`src/include/cdw_consts.svh`:
```
/*
 * Widths, beat counts, ddtp mode encodings and cause codes for the
 * device-context walker. Include this wherever one of these is needed.
 */
`ifndef CDW_CONSTS_SVH
`define CDW_CONSTS_SVH

// Address and data widths
`define CDW_PPN_W 44
`define CDW_PLEN 56
`define CDW_DW_W 64
`define CDW_DID_W 24

// Doublewords in a base-format device context
`define CDW_DC_BEATS 4

// ddtp.MODE values that start a walk
`define CDW_MODE_1LVL 4'd2
`define CDW_MODE_2LVL 4'd3
`define CDW_MODE_3LVL 4'd4

// Fault causes reported by the walker
`define CDW_CAUSE_W 12
`define CDW_CAUSE_DDT_INVALID 12'd258
`define CDW_CAUSE_DDT_MISCONF 12'd259
`define CDW_CAUSE_DDT_CORRUPT 12'd268

`endif
```
`src/design/cdw_pkg.sv`:
```
/*
 * Types of the device-context walker: directory entries, the four
 * context doublewords, walk levels and cause codes.
 */
`include "cdw_consts.svh"

package cdw_pkg;

    // Non-leaf device directory entry
    typedef struct packed {
        logic [9:0]            reserved_2;
        logic [`CDW_PPN_W-1:0] ppn;
        logic [8:0]            reserved_1;
        logic                  v;
    } nl_entry_t;

    // Translation control
    typedef struct packed {
        logic [31:0] reserved;
        // dpe, sade, gade, sbe, sxl and friends, not checked here
        logic [25:0] ctl;
        logic        pdtv;
        logic        prpr;
        logic        t2gpa;
        logic        en_pri;
        logic        en_ats;
        logic        v;
    } dc_tc_t;

    // Second-stage translation root
    typedef struct packed {
        logic [3:0]            mode;
        logic [15:0]           gscid;
        logic [`CDW_PPN_W-1:0] ppn;
    } dc_iohgatp_t;

    // Translation attributes
    typedef struct packed {
        logic [31:0] reserved_2;
        logic [19:0] pscid;
        logic [11:0] reserved_1;
    } dc_ta_t;

    // First-stage context, either a page table or a process directory
    typedef struct packed {
        logic [3:0]            mode;
        logic [15:0]           reserved;
        logic [`CDW_PPN_W-1:0] ppn;
    } dc_fsc_t;

    // Whole base-format context, tc in the low doubleword
    typedef struct packed {
        dc_fsc_t     fsc;
        dc_ta_t      ta;
        dc_iohgatp_t iohgatp;
        dc_tc_t      tc;
    } dc_base_t;

    // Directory levels still to be walked
    typedef enum logic [1:0] {
        LVL1 = 2'd1,
        LVL2 = 2'd2,
        LVL3 = 2'd3
    } walk_lvl_t;

    typedef logic [`CDW_CAUSE_W-1:0] cause_t;

endpackage

```
`src/design/cdw_top.sv`:
```
/*
 * Device-context walker top level. Connects the trigger, the walk
 * state machine and the context checker to the read channel.
 */
`timescale 1ns/1ps
`include "cdw_consts.svh"

module cdw_top (
    input  logic                  clk_i,
    input  logic                  rst_ni,
    input  logic                  init_i,
    input  logic [`CDW_DID_W-1:0] req_did_i,
    input  logic [`CDW_PPN_W-1:0] ddtp_ppn_i,
    input  logic [3:0]            ddtp_mode_i,
    input  logic                  caps_ats_i,
    input  logic                  caps_sv39x4_i,
    input  logic                  caps_sv39_i,
    input  logic                  caps_pd8_i,
    output logic                  ar_valid_o,
    output logic [`CDW_PLEN-1:0]  ar_addr_o,
    output logic [7:0]            ar_len_o,
    input  logic                  ar_ready_i,
    input  logic                  r_valid_i,
    input  logic [`CDW_DW_W-1:0]  r_data_i,
    input  logic [1:0]            r_resp_i,
    input  logic                  r_last_i,
    output logic                  r_ready_o,
    output logic                  update_dc_o,
    output logic [`CDW_DID_W-1:0] up_did_o,
    output cdw_pkg::dc_base_t     up_dc_o,
    output logic                  cdw_error_o,
    output cdw_pkg::cause_t       cause_o,
    output logic                  active_o
);
    import cdw_pkg::*;

    logic                  start;
    logic [`CDW_PLEN-1:0]  root_ptr;
    walk_lvl_t             root_lvl;
    logic [`CDW_DID_W-1:0] did;
    logic                  beat_en;
    logic [1:0]            beat_idx;
    logic                  dc_clear;
    logic                  dc_invalid;
    logic                  dc_misconf;

    cdw_trigger u_trigger (
        .clk_i       (clk_i),
        .rst_ni      (rst_ni),
        .init_i      (init_i),
        .req_did_i   (req_did_i),
        .ddtp_ppn_i  (ddtp_ppn_i),
        .ddtp_mode_i (ddtp_mode_i),
        .start_o     (start),
        .root_ptr_o  (root_ptr),
        .root_lvl_o  (root_lvl),
        .did_o       (did)
    );

    cdw_walker u_walker (
        .clk_i        (clk_i),
        .rst_ni       (rst_ni),
        .start_i      (start),
        .root_ptr_i   (root_ptr),
        .root_lvl_i   (root_lvl),
        .did_i        (did),
        .ar_ready_i   (ar_ready_i),
        .r_valid_i    (r_valid_i),
        .r_data_i     (r_data_i),
        .r_resp_i     (r_resp_i),
        .r_last_i     (r_last_i),
        .dc_invalid_i (dc_invalid),
        .dc_misconf_i (dc_misconf),
        .ar_valid_o   (ar_valid_o),
        .ar_addr_o    (ar_addr_o),
        .ar_len_o     (ar_len_o),
        .r_ready_o    (r_ready_o),
        .beat_en_o    (beat_en),
        .beat_idx_o   (beat_idx),
        .dc_clear_o   (dc_clear),
        .active_o     (active_o),
        .update_dc_o  (update_dc_o),
        .up_did_o     (up_did_o),
        .cdw_error_o  (cdw_error_o),
        .cause_o      (cause_o)
    );

    dc_checker u_checker (
        .clk_i         (clk_i),
        .rst_ni        (rst_ni),
        .clear_i       (dc_clear),
        .beat_en_i     (beat_en),
        .beat_idx_i    (beat_idx),
        .r_data_i      (r_data_i),
        .caps_ats_i    (caps_ats_i),
        .caps_sv39x4_i (caps_sv39x4_i),
        .caps_sv39_i   (caps_sv39_i),
        .caps_pd8_i    (caps_pd8_i),
        .dc_invalid_o  (dc_invalid),
        .dc_misconf_o  (dc_misconf),
        .up_dc_o       (up_dc_o)
    );

endmodule

```
`src/design/dc_checker.sv`:
```
/*
 * Device context store and checker. Keeps each leaf doubleword as it
 * arrives and flags it, in the same cycle, as invalid or misconfigured.
 */
`timescale 1ns/1ps
`include "cdw_consts.svh"

module dc_checker (
    input  logic                 clk_i,
    input  logic                 rst_ni,
    input  logic                 clear_i,
    input  logic                 beat_en_i,
    input  logic [1:0]           beat_idx_i,
    input  logic [`CDW_DW_W-1:0] r_data_i,
    input  logic                 caps_ats_i,
    input  logic                 caps_sv39x4_i,
    input  logic                 caps_sv39_i,
    input  logic                 caps_pd8_i,
    output logic                 dc_invalid_o,
    output logic                 dc_misconf_o,
    output cdw_pkg::dc_base_t    up_dc_o
);
    import cdw_pkg::*;

    localparam logic [3:0] MODE_BARE = 4'd0;
    localparam logic [3:0] MODE_SV39 = 4'd8;
    localparam logic [3:0] MODE_PD8  = 4'd1;

    dc_base_t    dc_q;
    dc_tc_t      tc_in;
    dc_iohgatp_t gatp_in;
    dc_ta_t      ta_in;
    dc_fsc_t     fsc_in;

    logic tc_bad;
    logic gatp_bad;
    logic ta_bad;
    logic fsc_bad;

    assign tc_in   = dc_tc_t'(r_data_i);
    assign gatp_in = dc_iohgatp_t'(r_data_i);
    assign ta_in   = dc_ta_t'(r_data_i);
    assign fsc_in  = dc_fsc_t'(r_data_i);

    assign tc_bad = (|tc_in.reserved) ||
                    (tc_in.en_ats && !caps_ats_i) ||
                    ((tc_in.t2gpa || tc_in.en_pri) && !tc_in.en_ats);

    // Only sv39x4 is supported for the second stage
    assign gatp_bad = !(gatp_in.mode inside {MODE_BARE, MODE_SV39}) ||
                      ((gatp_in.mode == MODE_SV39) && !caps_sv39x4_i) ||
                      ((gatp_in.mode != MODE_BARE) && (|gatp_in.ppn[1:0])) ||
                      (dc_q.tc.t2gpa && (gatp_in.mode == MODE_BARE));

    assign ta_bad = (|ta_in.reserved_1) || (|ta_in.reserved_2);

    // fsc is read as a process directory or a page table, depending on pdtv
    always_comb begin
        if (dc_q.tc.pdtv) begin
            fsc_bad = !(fsc_in.mode inside {MODE_BARE, MODE_PD8}) ||
                      ((fsc_in.mode == MODE_PD8) && !caps_pd8_i);
        end else begin
            fsc_bad = !(fsc_in.mode inside {MODE_BARE, MODE_SV39}) ||
                      ((fsc_in.mode == MODE_SV39) && !caps_sv39_i);
        end
        fsc_bad = fsc_bad || (|fsc_in.reserved);
    end

    always_comb begin
        dc_invalid_o = 1'b0;
        dc_misconf_o = 1'b0;
        case (beat_idx_i)
            2'd0: begin
                dc_invalid_o = !tc_in.v;
                dc_misconf_o = tc_bad;
            end
            2'd1: dc_misconf_o = gatp_bad;
            2'd2: dc_misconf_o = ta_bad;
            default: dc_misconf_o = fsc_bad;
        endcase
    end

    always_ff @(posedge clk_i) begin
        if (clear_i) begin
            dc_q <= '0;
        end else if (beat_en_i) begin
            case (beat_idx_i)
                2'd0: dc_q.tc <= tc_in;
                2'd1: dc_q.iohgatp <= gatp_in;
                2'd2: dc_q.ta <= ta_in;
                default: dc_q.fsc <= fsc_in;
            endcase
        end
    end

    assign up_dc_o = dc_q;

    a_idx_known: assert property (@(posedge clk_i) disable iff (!rst_ni)
        beat_en_i |-> !$isunknown(beat_idx_i));

endmodule

```
`src/design/cdw_walker.sv`:
```
/*
 * Walk state machine. Issues one read per directory level, follows
 * non-leaf entries, loads the leaf context as a four-beat burst and
 * drains the rest of a burst when a fault is found part way through.
 */
`timescale 1ns/1ps
`include "cdw_consts.svh"

module cdw_walker (
    input  logic                  clk_i,
    input  logic                  rst_ni,
    input  logic                  start_i,
    input  logic [`CDW_PLEN-1:0]  root_ptr_i,
    input  cdw_pkg::walk_lvl_t    root_lvl_i,
    input  logic [`CDW_DID_W-1:0] did_i,
    input  logic                  ar_ready_i,
    input  logic                  r_valid_i,
    input  logic [`CDW_DW_W-1:0]  r_data_i,
    input  logic [1:0]            r_resp_i,
    input  logic                  r_last_i,
    input  logic                  dc_invalid_i,
    input  logic                  dc_misconf_i,
    output logic                  ar_valid_o,
    output logic [`CDW_PLEN-1:0]  ar_addr_o,
    output logic [7:0]            ar_len_o,
    output logic                  r_ready_o,
    output logic                  beat_en_o,
    output logic [1:0]            beat_idx_o,
    output logic                  dc_clear_o,
    output logic                  active_o,
    output logic                  update_dc_o,
    output logic [`CDW_DID_W-1:0] up_did_o,
    output logic                  cdw_error_o,
    output cdw_pkg::cause_t       cause_o
);
    import cdw_pkg::*;

    localparam logic [1:0] RESP_OKAY = 2'b00;
    localparam logic [2:0] LAST_CNT  = 3'(`CDW_DC_BEATS);

    typedef enum logic [2:0] {
        S_IDLE,
        S_ADDR,
        S_NON_LEAF,
        S_LEAF,
        S_ERROR
    } state_t;

    state_t                state_q, state_d;
    walk_lvl_t             lvl_q, lvl_d;
    logic [`CDW_PLEN-1:0]  ptr_q, ptr_d;
    logic [`CDW_DID_W-1:0] did_q;
    logic [2:0]            cnt_q, cnt_d;
    cause_t                cause_q, cause_d;
    logic                  wait_rlast_q, wait_rlast_d;

    nl_entry_t nl;
    logic      beat_acc;
    logic      resp_err;
    logic      fail;
    cause_t    fail_cause;

    assign nl       = nl_entry_t'(r_data_i);
    assign beat_acc = r_valid_i && r_ready_o;
    assign resp_err = (r_resp_i != RESP_OKAY);

    assign active_o   = (state_q != S_IDLE);
    assign ar_valid_o = (state_q == S_ADDR);
    assign ar_addr_o  = ptr_q;
    assign ar_len_o   = (lvl_q == LVL1) ? 8'(`CDW_DC_BEATS - 1) : 8'd0;
    assign beat_idx_o = cnt_q[1:0];
    assign up_did_o   = did_q;
    assign cause_o    = cause_q;

    // Ready while a beat is expected, and while draining after a fault
    assign r_ready_o = (state_q == S_NON_LEAF) ||
                       ((state_q == S_LEAF) && (cnt_q != LAST_CNT)) ||
                       ((state_q == S_ERROR) && wait_rlast_q);

    always_comb begin
        state_d      = state_q;
        lvl_d        = lvl_q;
        ptr_d        = ptr_q;
        cnt_d        = cnt_q;
        cause_d      = cause_q;
        wait_rlast_d = wait_rlast_q;
        fail         = 1'b0;
        fail_cause   = `CDW_CAUSE_DDT_CORRUPT;
        beat_en_o    = 1'b0;
        dc_clear_o   = 1'b0;
        update_dc_o  = 1'b0;
        cdw_error_o  = 1'b0;

        case (state_q)
            S_IDLE: begin
                if (start_i) begin
                    state_d      = S_ADDR;
                    lvl_d        = root_lvl_i;
                    ptr_d        = root_ptr_i;
                    cnt_d        = '0;
                    wait_rlast_d = 1'b0;
                    dc_clear_o   = 1'b1;
                end
            end
            S_ADDR: begin
                if (ar_ready_i) begin
                    state_d = (lvl_q == LVL1) ? S_LEAF : S_NON_LEAF;
                end
            end
            S_NON_LEAF: begin
                if (beat_acc) begin
                    if (resp_err) begin
                        fail = 1'b1;
                    end else if (!nl.v) begin
                        fail       = 1'b1;
                        fail_cause = `CDW_CAUSE_DDT_INVALID;
                    end else if ((|nl.reserved_1) || (|nl.reserved_2)) begin
                        fail       = 1'b1;
                        fail_cause = `CDW_CAUSE_DDT_MISCONF;
                    end else begin
                        // Descend one level
                        state_d = S_ADDR;
                        if (lvl_q == LVL3) begin
                            lvl_d = LVL2;
                            ptr_d = {nl.ppn, did_q[15:7], 3'b000};
                        end else begin
                            lvl_d = LVL1;
                            ptr_d = {nl.ppn, did_q[6:0], 5'b00000};
                        end
                    end
                end
            end
            S_LEAF: begin
                if (cnt_q == LAST_CNT) begin
                    update_dc_o = 1'b1;
                    state_d     = S_IDLE;
                end else if (beat_acc) begin
                    if (resp_err) begin
                        fail = 1'b1;
                    end else begin
                        beat_en_o = 1'b1;
                        cnt_d     = cnt_q + 3'd1;
                        if (dc_invalid_i) begin
                            fail       = 1'b1;
                            fail_cause = `CDW_CAUSE_DDT_INVALID;
                        end else if (dc_misconf_i) begin
                            fail       = 1'b1;
                            fail_cause = `CDW_CAUSE_DDT_MISCONF;
                        end
                    end
                end
            end
            S_ERROR: begin
                if (!wait_rlast_q || (beat_acc && r_last_i)) begin
                    cdw_error_o = 1'b1;
                    state_d     = S_IDLE;
                end
            end
            default: begin
                state_d = S_IDLE;
            end
        endcase

        // Any fault waits for the end of the burst before reporting
        if (fail) begin
            state_d      = S_ERROR;
            cause_d      = fail_cause;
            wait_rlast_d = !r_last_i;
        end
    end

    always_ff @(posedge clk_i or negedge rst_ni) begin
        if (!rst_ni) begin
            state_q      <= S_IDLE;
            lvl_q        <= LVL1;
            cnt_q        <= '0;
            cause_q      <= '0;
            wait_rlast_q <= 1'b0;
        end else begin
            state_q      <= state_d;
            lvl_q        <= lvl_d;
            cnt_q        <= cnt_d;
            cause_q      <= cause_d;
            wait_rlast_q <= wait_rlast_d;
        end
    end

    always_ff @(posedge clk_i) begin
        ptr_q <= ptr_d;
        if (dc_clear_o) begin
            did_q <= did_i;
        end
    end

    a_ar_stable: assert property (@(posedge clk_i) disable iff (!rst_ni)
        ar_valid_o && !ar_ready_i |=> ar_valid_o && $stable(ar_addr_o));

    a_one_result: assert property (@(posedge clk_i) disable iff (!rst_ni)
        !(update_dc_o && cdw_error_o));

endmodule

```
`src/design/cdw_trigger.sv`:
```
/*
 * Walk trigger. Detects a rising edge of the context cache miss level
 * and forms the first directory pointer and level from ddtp and the id.
 */
`timescale 1ns/1ps
`include "cdw_consts.svh"

module cdw_trigger (
    input  logic                  clk_i,
    input  logic                  rst_ni,
    input  logic                  init_i,
    input  logic [`CDW_DID_W-1:0] req_did_i,
    input  logic [`CDW_PPN_W-1:0] ddtp_ppn_i,
    input  logic [3:0]            ddtp_mode_i,
    output logic                  start_o,
    output logic [`CDW_PLEN-1:0]  root_ptr_o,
    output cdw_pkg::walk_lvl_t    root_lvl_o,
    output logic [`CDW_DID_W-1:0] did_o
);
    import cdw_pkg::*;

    logic init_q;
    logic mode_walk;

    always_ff @(posedge clk_i or negedge rst_ni) begin
        if (!rst_ni) begin
            init_q <= 1'b0;
        end else begin
            init_q <= init_i;
        end
    end

    // Off and bare modes never walk
    assign mode_walk = (ddtp_mode_i == `CDW_MODE_1LVL) ||
                       (ddtp_mode_i == `CDW_MODE_2LVL) ||
                       (ddtp_mode_i == `CDW_MODE_3LVL);

    assign start_o = init_i && !init_q && mode_walk;
    assign did_o   = req_did_i;

    // Root index slice depends on how many levels the table has
    always_comb begin
        case (ddtp_mode_i)
            `CDW_MODE_3LVL: begin
                root_ptr_o = {ddtp_ppn_i, 1'b0, req_did_i[23:16], 3'b000};
                root_lvl_o = LVL3;
            end
            `CDW_MODE_2LVL: begin
                root_ptr_o = {ddtp_ppn_i, req_did_i[15:7], 3'b000};
                root_lvl_o = LVL2;
            end
            default: begin
                // Leaf table, 32-byte contexts
                root_ptr_o = {ddtp_ppn_i, req_did_i[6:0], 5'b00000};
                root_lvl_o = LVL1;
            end
        endcase
    end

endmodule

```
`config.mk`:
```
export PLATFORM = sky130hd
export DESIGN_NAME = cdw_top
export DESIGN_NICKNAME = d
export VERILOG_FILES = /design/src/design/cdw_pkg.sv /design/src/design/cdw_top.sv /design/src/design/dc_checker.sv /design/src/design/cdw_walker.sv /design/src/design/cdw_trigger.sv
export VERILOG_INCLUDE_DIRS = /design/src /design/src/include
export SDC_FILE = /design/constraint.sdc
export NUM_CORES = 1
export LEC_CHECK = 0
export ABC_CLOCK_PERIOD_IN_PS = 3600
export BUFFER_PORTS_ARGS = -buffer_cell sky130_fd_sc_hd__buf_2
export CAP_MARGIN = 30
export CORE_AREA = 2 2 199 201
export DETAILED_ROUTE_END_ITERATION = 7
export DIE_AREA = 0 0 201 203
export GPL_ROUTABILITY_DRIVEN = 0
export HOLD_SLACK_MARGIN = 0.03
export PLACE_DENSITY_LB_ADDON = 0.12
export REMOVE_ABC_BUFFERS = 1
export SETUP_SLACK_MARGIN = 0.1
export SYNTH_ARGS = -nofsm -noshare
export SYNTH_HDL_FRONTEND = slang
export SYNTH_SLANG_ARGS = --single-unit
```
`constraint.sdc`:
```
create_clock -name clk_i -period 3.6 [get_ports clk_i]
set_input_delay 0.18 -clock clk_i [delete_from_list [all_inputs] [get_ports clk_i]]
set_output_delay 0.18 -clock clk_i [all_outputs]
set_load 0.03 [all_outputs]
```
==> results of run 1 <==
worst max path at each step:
stage               cells past startpoint                                  end                            start
CTS                                     8   u_checker.up_dc_o[67]$_SDFFE_PP0P_    u_walker.cnt_q[0]$_DFFE_PN0P_
global route                            8   u_checker.up_dc_o[67]$_SDFFE_PP0P_    u_walker.cnt_q[0]$_DFFE_PN0P_
floorplan                               4     u_walker.ar_addr_o[10]$_DFFE_PP_  u_walker.state_q[1]$_DFFE_PN0P_
finish                                  8   u_checker.up_dc_o[67]$_SDFFE_PP0P_    u_walker.cnt_q[0]$_DFFE_PN0P_
global placement                        8  u_checker.up_dc_o[127]$_SDFFE_PP0P_    u_walker.cnt_q[0]$_DFFE_PN0P_
detailed placement                      8   u_checker.up_dc_o[67]$_SDFFE_PP0P_    u_walker.cnt_q[0]$_DFFE_PN0P_
registers in the layout (all words and copies together) (netlist names):
name	flops
u_walker.lvl_q	2
u_walker.state_q	3
u_walker.cnt_q	3
u_walker.up_did_o	24
u_walker.cause_o	4
u_checker.up_dc_o	256
u_trigger.init_q	1
u_walker.wait_rlast_q	1
u_walker.ar_addr_o	53
Yosys cell counts (5+ instances only):
cell type	instances
a21oi_1	264
a211oi_1	7
o21ai_1	5
dfxtp_1	256
a31oi_1	9
nor2_1	12
a22o_1	6
mux2_2	46
ha_1	5
buf_2	60
buf_1	6
inv_1	9
buf_4	19
nand2_1	546
nor4_1	7
edfxtp_1	77
clkbuf_1	29
dfrtp_1	13
and3_1	5
area by class of cell:
cell class,count,area share
Clock inverter,6,0.00366
Sequential cell,347,0.414
Clock buffer,68,0.0654
Inverter,9,0.00180
Tap cell,518,0.0345
Timing Repair Buffer,658,0.222
Multi-Input combinational cell,992,0.258
metal layers:
layer | track usage | up-vias | wire length (um)
met3 | 0.0573 | 82 | 3530
li1 | - | 6031 | -
met2 | 0.384 | 435 | 23200
met1 | 0.289 | 5874 | 20200
met4 | 0.102 | 0 | 1740
met5 | 0 | - | 0
cells by family (layout without fill, tap and decap cells):
family | after synthesis | after routing | synth area share
AOI/OAI and AO/OA | 318 | 318 | 0.132
adders and majority gates | 5 | 5 | 0.00475
buffers and inverters | 124 | 741 | 0.0470
DFF | 347 | 347 | 0.591
muxes | 47 | 47 | 0.0401
other | 1 | 16 | 0.000285
and+or+nand+nor | 606 | 606 | 0.185
power breakdown:
group | internal [W] | switching, W | total [W] | leakage, nW
clock | 0.00239 | 0.00161 | 0.00400 | 0.629
sequential | 0.00474 | 0.000377 | 0.00511 | 2.94
combinational | 0.00129 | 0.00271 | 0.00400 | 4.51
total | 0.00842 | 0.00470 | 0.0131 | 8.08
timing repair:
item,4_1_cts,5_1_grt
setup buffers,0,0
resized for setup,0,0
endpoints found under the hold margin,351,0
setup endpoints to repair,0,0
hold buffers,148,0
metrics by stage:
stage / worst slack (ns) / TNS (ns) / hold slack (ns)
6_report: 0.625 / 0 / 0.0794
5_1_grt: 0.393 / 0 / 0.0854
4_1_cts: 0.618 / 0 / 0.0363
3_5_place_dp: 0.646 / 0 / 0.107
3_3_place_gp: 0.779 / 0 / 0.101
2_1_floorplan: -5.45 / -1190.19 / -0.116
layout by cell type, fill, tap and decap left out, types with 5 or more instances in the layout:
master	Yosys	layout
buf_4	19	10
dlygate4sd3_1	0	148
ha_1	5	5
a31oi_1	9	9
mux2_2	46	46
nor2_1	12	12
clkbuf_16	0	42
conb_1	1	16
clkbuf_8	0	8
o21ai_1	5	5
a22o_1	6	6
edfxtp_1	77	77
clkbuf_1	29	18
buf_12	0	8
dfrtp_1	13	13
nand2_1	546	542
nor4_1	7	7
dfxtp_1	256	256
a21oi_1	264	264
buf_2	60	492
a211oi_1	7	7
inv_1	9	8
==> impl_metrics.ini, run 1 <==
[worst_setup_path]
start_kind = flop
r2r_cells = 8
r2r_slack_ns = 0.63
r2r_end = u_checker.up_dc_o[67]$_SDFFE_PP0P_
crit_type = reg2reg
cp_data_required_time_ns = 3.99
worstPathArrival_ns = 3.36
crit_chain = inv_1, ha_1, a21oi_2, and2_1, nand2_2, buf_4, nand2_1, a21oi_1
slowest_delay_ns = 0.52
slowest_stage = nand2_2
path_buf_inv = 2
worstPathMaxFanout = 30
cp_top_family = simple AND/OR/NAND/NOR gates
r2r-start = u_walker.cnt_q[0]$_DFFE_PN0P_
critPathCaptureType = flop

[grt]
grt-ovfl-total = 0
track_usage = 0.232
grt_start_max_net_pins = 154
grt_pass1_wl_um = 73400
grt_pass1_vias = 11928
antenna_found_initial = 0

[floorplanning]
dieArea_um2 = 40800
ios = 509
core-area_um2 = 38500
die_h_um = 203
num_rows = 72
fp.dieW_um = 201
start_util = 0.343

[power_and_ir_drop]
power_leakage_nw = 8.08
pwr_density_cell_nw_per_um2 = 698
ir_worst_vdd_mv = 0.370
power_w = 0.0131

[timing]
tightest_slew_ns = 0.861
slew-limit-headroom = 0.426
drv_slew = 0
timing.final.crit_share = 0.826
setup_violations = 0
hold_violations = 0
period_minus_slack_ns = 2.97
rsz0062_at_grt = false
fin_skew_ns = 0.0241
max_freq_ghz = 0.336

[synth]
yosysSeqAreaShare = 0.591
yosys.area.top_type_share = 0.389
yosysWarnings = 0
synth.distinct_cells = 59
synth_seq_cells = 347
synthFlopType = dfxtp_1
synth_area_per_cell_um2 = 9.10
synth_edf_count = 77
async_flop_share = 0.0403
synthTopCellsByArea = dfxtp_1 (39%), edfxtp_1 (18%), nand2_1 (16%)
netlist_instances = 1448
synth_top_area_cell = dfxtp_1
synth_area_um2 = 13200

[flow_run]
cap_violations = 0

[placed_design]
place_hpwl_um = 32400
dp.cells = 2376
port_buffers = 492
place_area_um2 = 16000

[drt]
wl_um = 48600
viasPerCell = 4.78
routedWlPerCell_um = 18.7
drc = 0
drtAntennaViolNets = 0
via_count = 12422
drtPass1Iterations = 5
drt_iter0_drc = 606

[cells_and_area]
postLayoutCellArea_um2 = 18800
final_nets = 2201
seq_area_um2 = 7790
final_core_util = 0.489
area_growth_pct = 42.7
layout-drive-gt1-share = 0.303
fin_cells = 2598
multi_input_area_um2 = 4850
antenna_cells = 0
filler_cell_count = 3726

[cts]
clock_latency_ns = 0.56
cts_inserted_buffers = 40
cts_root_buf = clkbuf_16
h-tree-depth = 2
clk_pin_slew_ns = 0.06
cts.path.max_buffers = 3
cts_sinks = 347
cts_tree = yes

[min_path]
hold_path.class = in2async

[status]
status = complete, no violations
No activity file was read; power rests on OpenSTA's default activity.
==> inputs of run 2 (changes only) <==
--- a/config.mk
+++ b/config.mk
@@ -6,12 +6,12 @@
 export SDC_FILE = /design/constraint.sdc
 export NUM_CORES = 1
 export LEC_CHECK = 0
-export ABC_CLOCK_PERIOD_IN_PS = 3600
+export ABC_CLOCK_PERIOD_IN_PS = 2550
 export BUFFER_PORTS_ARGS = -buffer_cell sky130_fd_sc_hd__buf_2
 export CAP_MARGIN = 30
-export CORE_AREA = 2 2 199 201
+export CORE_AREA = 2 2 198 200
 export DETAILED_ROUTE_END_ITERATION = 7
-export DIE_AREA = 0 0 201 203
+export DIE_AREA = 0 0 200 202
 export GPL_ROUTABILITY_DRIVEN = 0
 export HOLD_SLACK_MARGIN = 0.03
 export PLACE_DENSITY_LB_ADDON = 0.12
==> constraint.sdc (replaced) <==
create_clock -name clk_i -period 2.55 [get_ports clk_i]
set_input_delay 0.1275 -clock clk_i [delete_from_list [all_inputs] [get_ports clk_i]]
set_output_delay 0.1275 -clock clk_i [all_outputs]
set_load 0.03 [all_outputs]
==> run 2 against run 1 <==
Final cell count grew 0.31%. Core utilization rose by 0.37 points. Setup slack worse by 0.37 ns. Power increased by 40%. Clock power is 39% higher. Die area shrank 0.99%. Count of clock-buffer cells in the layout fell by 8. Cell area increased by 0.29%. Register-to-register slack got worse by 0.37 ns. Largest cell class unchanged. Critical path type unchanged. Critical path depth shrank 4.
==> impl_metrics.ini, run 2 (same netlist as run 1, synthesis figures left out) <==
[timing]
tightest_slew_ns = 0.717
max_freq_ghz = 0.435
fin_skew_ns = 0.0159
period_minus_slack_ns = 2.30
rsz0062_at_grt = false
hold_violations = 0
setup_violations = 0
slew-limit-headroom = 0.521
timing.final.crit_share = 0.901
drv_slew = 0
setup_tns_ns = 0

[drt]
drc = 0
viasPerCell = 4.79
routedWlPerCell_um = 18.7
drtPass1Iterations = 6
via_count = 12478
drt_iter0_drc = 585
drtAntennaViolNets = 0
wl_um = 48800

[power_and_ir_drop]
clkPwrFrac = 0.301
comb_power_share = 0.305
ir_worst_vdd_mv = 0.512
internal_power_w = 0.0118
pwr_density_cell_nw_per_um2 = 977
power_leakage_nw = 8.14
switching_share = 0.360
power_switching_w = 0.00663
p_seq_frac = 0.393

[worst_setup_path]
crit_type = reg2reg
cp_data_required_time_ns = 2.85
cp_top_family = buffers and inverters
path_buf_inv = 2
critPathCaptureType = flop
start_kind = flop
slowest_stage = dlygate4sd3_1
slowest_delay_ns = 0.57
worstPathMaxFanout = 42
crit_chain = nor3b_4, buf_12, mux2_2, dlygate4sd3_1
worstPathArrival_ns = 2.60

[cells_and_area]
filler_cell_count = 3664
final_nets = 2210
final_cell_mix = nand2_1 (542), buf_2 (492), a21oi_1 (264)
layout-drive-gt1-share = 0.308
area_growth_pct = 43.1
largest_register_ffs = 256
fin_cells = 2606
layout_commonest_cell = nand2_1
antenna_cells = 0

[floorplanning]
die_h_um = 202
fp.dieW_um = 200
start_util = 0.344
ios = 509
num_rows = 72
core-area_um2 = 38300
dieArea_um2 = 40400

[cts]
cts_inserted_buffers = 40
cts_sinks = 347
clk_pin_slew_ns = 0.06
cts_tree = yes
cts.path.max_buffers = 3
cts_root_buf = clkbuf_16
h-tree-depth = 2
clock_latency_ns = 0.56

[flow_run]
cap_violations = 0

[grt]
antenna_found_initial = 0
grt_start_max_net_pins = 126
grt_pass1_vias = 12190
track_usage = 0.235
grt_pass1_wl_um = 72400
grt-ovfl-total = 0

[placed_design]
place_hpwl_um = 32400
port_buffers = 492
dp.cells = 2390

[status]
status = complete, no violations

[min_path]
hold_path.class = in2async
==> run 2: cell types whose count changed in the layout (fill, tap and decap cells not counted), moves of 5 or more <==
cell and change:
clkinv_1 +5, dlygate4sd3_1 -5, buf_4 +10, clkbuf_1 -5
==> run 2: timing repair <==
item,CTS,global route
setup buffers,0,0
resized for setup,0,3
setup endpoints to repair,0,106
endpoints found under the hold margin,354,0
hold buffers,143,0
==> run 2: layout make-up <==
type / count / area (um2) / share of cell area
tap: 518 / 648 / 0.0344
clock inverter: 13 / 95.1 / 0.00504
sequential: 347 / 7790 / 0.413
timing repair buffer: 667 / 4260 / 0.226
multi-input combinational: 992 / 4860 / 0.258
inverter: 9 / 33.8 / 0.00179
clock buffer: 60 / 1170 / 0.0620
==> run 2: routing by layer <==
metal / GRT usage / up-vias / part of all wire
li1: - / 6041 / -
met1: 0.283 / 5918 / 0.40
met2: 0.397 / 436 / 0.48
met3: 0.0592 / 83 / 0.080
met4: 0.0974 / 0 / 0.038
met5: 0 / - / 0
==> run 2: per-stage QoR <==
stage                     hold WS (ns)  setup WS (ns)  cell area (um2)  power (W)  utilization
final                            0.127          0.253            18900     0.0184        0.492
after global routing             0.113          0.121            18900     0.0193        0.492
after CTS                       0.0651          0.193            18800     0.0186        0.492
after detailed placement        0.0582          0.213            16100     0.0128        0.422
after global placement          0.0578          0.236            16100     0.0127        0.422
after floorplan                 -0.168          -6.50            12600     0.0109            -
==> run 2: worst paths after layout <==
| kind | start | end | slack [ns] | cells after the start |
|---|---|---|---|---|
| worst max-delay path | u_walker.state_q[2]$_DFFE_PN0P_ | u_walker.ar_addr_o[47]$_DFFE_PP_ | 0.25 | 4 |
| worst min-delay path | rst_ni | u_walker.lvl_q[0]$_DFFE_PN1P_ | 0.13 | 2 |
| worst max register to register | u_walker.state_q[2]$_DFFE_PN0P_ | u_walker.ar_addr_o[47]$_DFFE_PP_ | 0.25 | 4 |
| worst min register to register | u_checker.up_dc_o[78]$_SDFFE_PP0P_ | u_checker.up_dc_o[78]$_SDFFE_PP0P_ | 0.45 | 2 |
| max in group asynchronous | rst_ni | u_walker.cnt_q[1]$_DFFE_PN0P_ | 1.29 | 3 |
| min in group clk_i | caps_sv39_i | u_walker.cause_o[0]$_DFFE_PN0N_ | 0.21 | 5 |
==> run 2: power groups by stage <==
stage | clock network [W] | registers (W) | logic [W]
finish | 0.00555 | 0.00724 | 0.00562
global route | 0.00590 | 0.00737 | 0.00602
CTS | 0.00569 | 0.00725 | 0.00564
detailed placement | 0 | 0.00735 | 0.00545
global placement | 0 | 0.00732 | 0.00541
floorplan | 0 | 0.00914 | 0.00173
==> inputs of run 3 (changes only) <==
--- a/config.mk
+++ b/config.mk
@@ -15,7 +15,6 @@
 export GPL_ROUTABILITY_DRIVEN = 0
 export HOLD_SLACK_MARGIN = 0.03
 export PLACE_DENSITY_LB_ADDON = 0.12
-export REMOVE_ABC_BUFFERS = 1
 export SETUP_SLACK_MARGIN = 0.1
 export SYNTH_ARGS = -nofsm -noshare
 export SYNTH_HDL_FRONTEND = slang
==> run 3 against run 2 <==
Via count up 0.33%. Worst hold slack worse by 0.033 ns. Count of clock-buffer cells in the layout unchanged. Clock skew up 0.0033 ns. Non-clock buffer count up 1. Clock power about the same. Sequential cell count unchanged. Routed wire length up 2.3%. Combinational power up 1%. Sequential share of layout area down 0.090 points. Sequential power about the same.
==> impl_metrics.ini, run 3 (same netlist as run 1, synthesis figures left out) <==
[power_and_ir_drop]
power_leakage_nw = 8.14
p_seq_frac = 0.392
switching_share = 0.359
power_w = 0.0185
internal_power_w = 0.0118
comb_power_share = 0.307
ir_worst_vdd_mv = 0.598
clkPwrFrac = 0.301
power_switching_w = 0.00664
pwr_density_cell_nw_per_um2 = 978

[worst_setup_path]
cp_data_required_time_ns = 2.42
critPathCaptureType = output port
start_kind = flop
crit_type = reg2out
worstPathArrival_ns = 2.16
worstPathMaxFanout = 10

[cells_and_area]
layout-drive-gt1-share = 0.311
postLayoutCellArea_um2 = 18900
area_growth_pct = 43.4
final_cell_mix = nand2_1 (542), buf_2 (492), a21oi_1 (264)
largest_register_ffs = 256
final_nets = 2211
filler_cell_count = 3711
layout_commonest_cell = nand2_1

[cts]
postCtsSetupBuffers = 0
clock_latency_ns = 0.55
cts_root_buf = clkbuf_16
cts_sinks = 347
cts.path.max_buffers = 3
cts_tree = yes
h-tree-depth = 2
clk_pin_slew_ns = 0.06
cts_inserted_buffers = 40

[floorplanning]
ios = 509
dieArea_um2 = 40400
num_rows = 72
core-area_um2 = 38300
start_util = 0.344
fp.dieW_um = 200
die_h_um = 202

[timing]
tightest_slew_ns = 0.695
slew-limit-headroom = 0.535
whs_ns = 0.0942
timing.final.crit_share = 0.896
rsz0062_at_grt = false
hold_violations = 0
period_minus_slack_ns = 2.28
drv_slew = 0
setup_violations = 0
fin_skew_ns = 0.0192
setup_tns_ns = 0
max_freq_ghz = 0.438

[placed_design]
place_hpwl_um = 33000
port_buffers = 492
place_area_um2 = 16200

[drt]
drc = 0
wl_um = 50000
viasPerCell = 4.81
routedWlPerCell_um = 19.2
drtAntennaViolNets = 0
drt_iter0_drc = 678
via_count = 12519
drtPass1Iterations = 5

[grt]
antenna_found_initial = 2
grt_pass1_vias = 12074
grt-ovfl-total = 0
track_usage = 0.240
grt_pass1_wl_um = 73500
grt_start_max_net_pins = 117

[status]
status = complete, no violations

[flow_run]
cap_violations = 0

[min_path]
hold_path.class = in2async
==> run 3: worst max-delay path: stages, from the launching register on <==
cell      delay (ns)
dfrtp_1         0.50
nand3b_1        0.28
a21oi_2         0.28
buf_4           0.19
o21bai_1        0.11
buf_2           0.23
==> run 3: repair_timing <==
action,CTS,global route
hold buffers,140,0
resized for setup,0,1
endpoints found under the setup margin,0,3
endpoints found under the hold margin,348,0
==> run 3: final timing paths <==
path	startpoint	end	slack (ns)	cells after the start
setup / recovery	u_walker.state_q[2]$_DFFE_PN0P_	r_ready_o	0.27	5
hold / removal	rst_ni	u_walker.lvl_q[0]$_DFFE_PN1P_	0.09	2
setup reg to reg	u_walker.state_q[2]$_DFFE_PN0P_	u_checker.up_dc_o[62]$_SDFFE_PP0P_	0.29	7
hold reg to reg	u_checker.up_dc_o[226]$_SDFFE_PP0P_	u_checker.up_dc_o[226]$_SDFFE_PP0P_	0.45	2
max in group asynchronous	rst_ni	u_walker.cause_o[3]$_DFFE_PN0N_	1.34	3
min in group clk_i	caps_sv39_i	u_walker.cause_o[0]$_DFFE_PN0N_	0.13	5
==> run 3: through the flow <==
stage | util | cells | setup slack [ns]
2_1_floorplan | - | 1463 | 0.0717
3_3_place_gp | 0.424 | 2394 | 0.289
3_5_place_dp | 0.424 | 2394 | 0.265
4_1_cts | 0.493 | 2604 | 0.242
5_1_grt | 0.494 | 2605 | 0.136
6_report | 0.494 | 2605 | 0.266
==> run 3: final cells by class <==
type | count | area [um2] | area share
diodes | 1 | 2.50 | 0.000132
clock buffers | 60 | 1150 | 0.0607
clock inverters | 10 | 104 | 0.00550
inverters | 9 | 37.5 | 0.00199
multi-input cells | 992 | 4870 | 0.258
flip-flops and latches | 347 | 7790 | 0.412
well taps | 518 | 648 | 0.0343
repair buffers | 668 | 4300 | 0.228
==> run 3: metal layers <==
layer	GRT usage	part of all wire	vias up	wire, um
met5	0	0	-	0
met4	0.0791	0.027	0	1340
met1	0.295	0.40	5943	20200
met2	0.405	0.49	445	24400
met3	0.0662	0.081	77	4030
li1	-	-	6054	-
==> run 3: power groups by stage <==
stage	Clock [W]	Sequential (W)	Combinational (W)
3_3_place_gp	0	0.00730	0.00550
2_1_floorplan	0	0.00910	0.00186
3_5_place_dp	0	0.00734	0.00554
6_report	0.00556	0.00724	0.00568
4_1_cts	0.00571	0.00723	0.00571
5_1_grt	0.00591	0.00736	0.00609
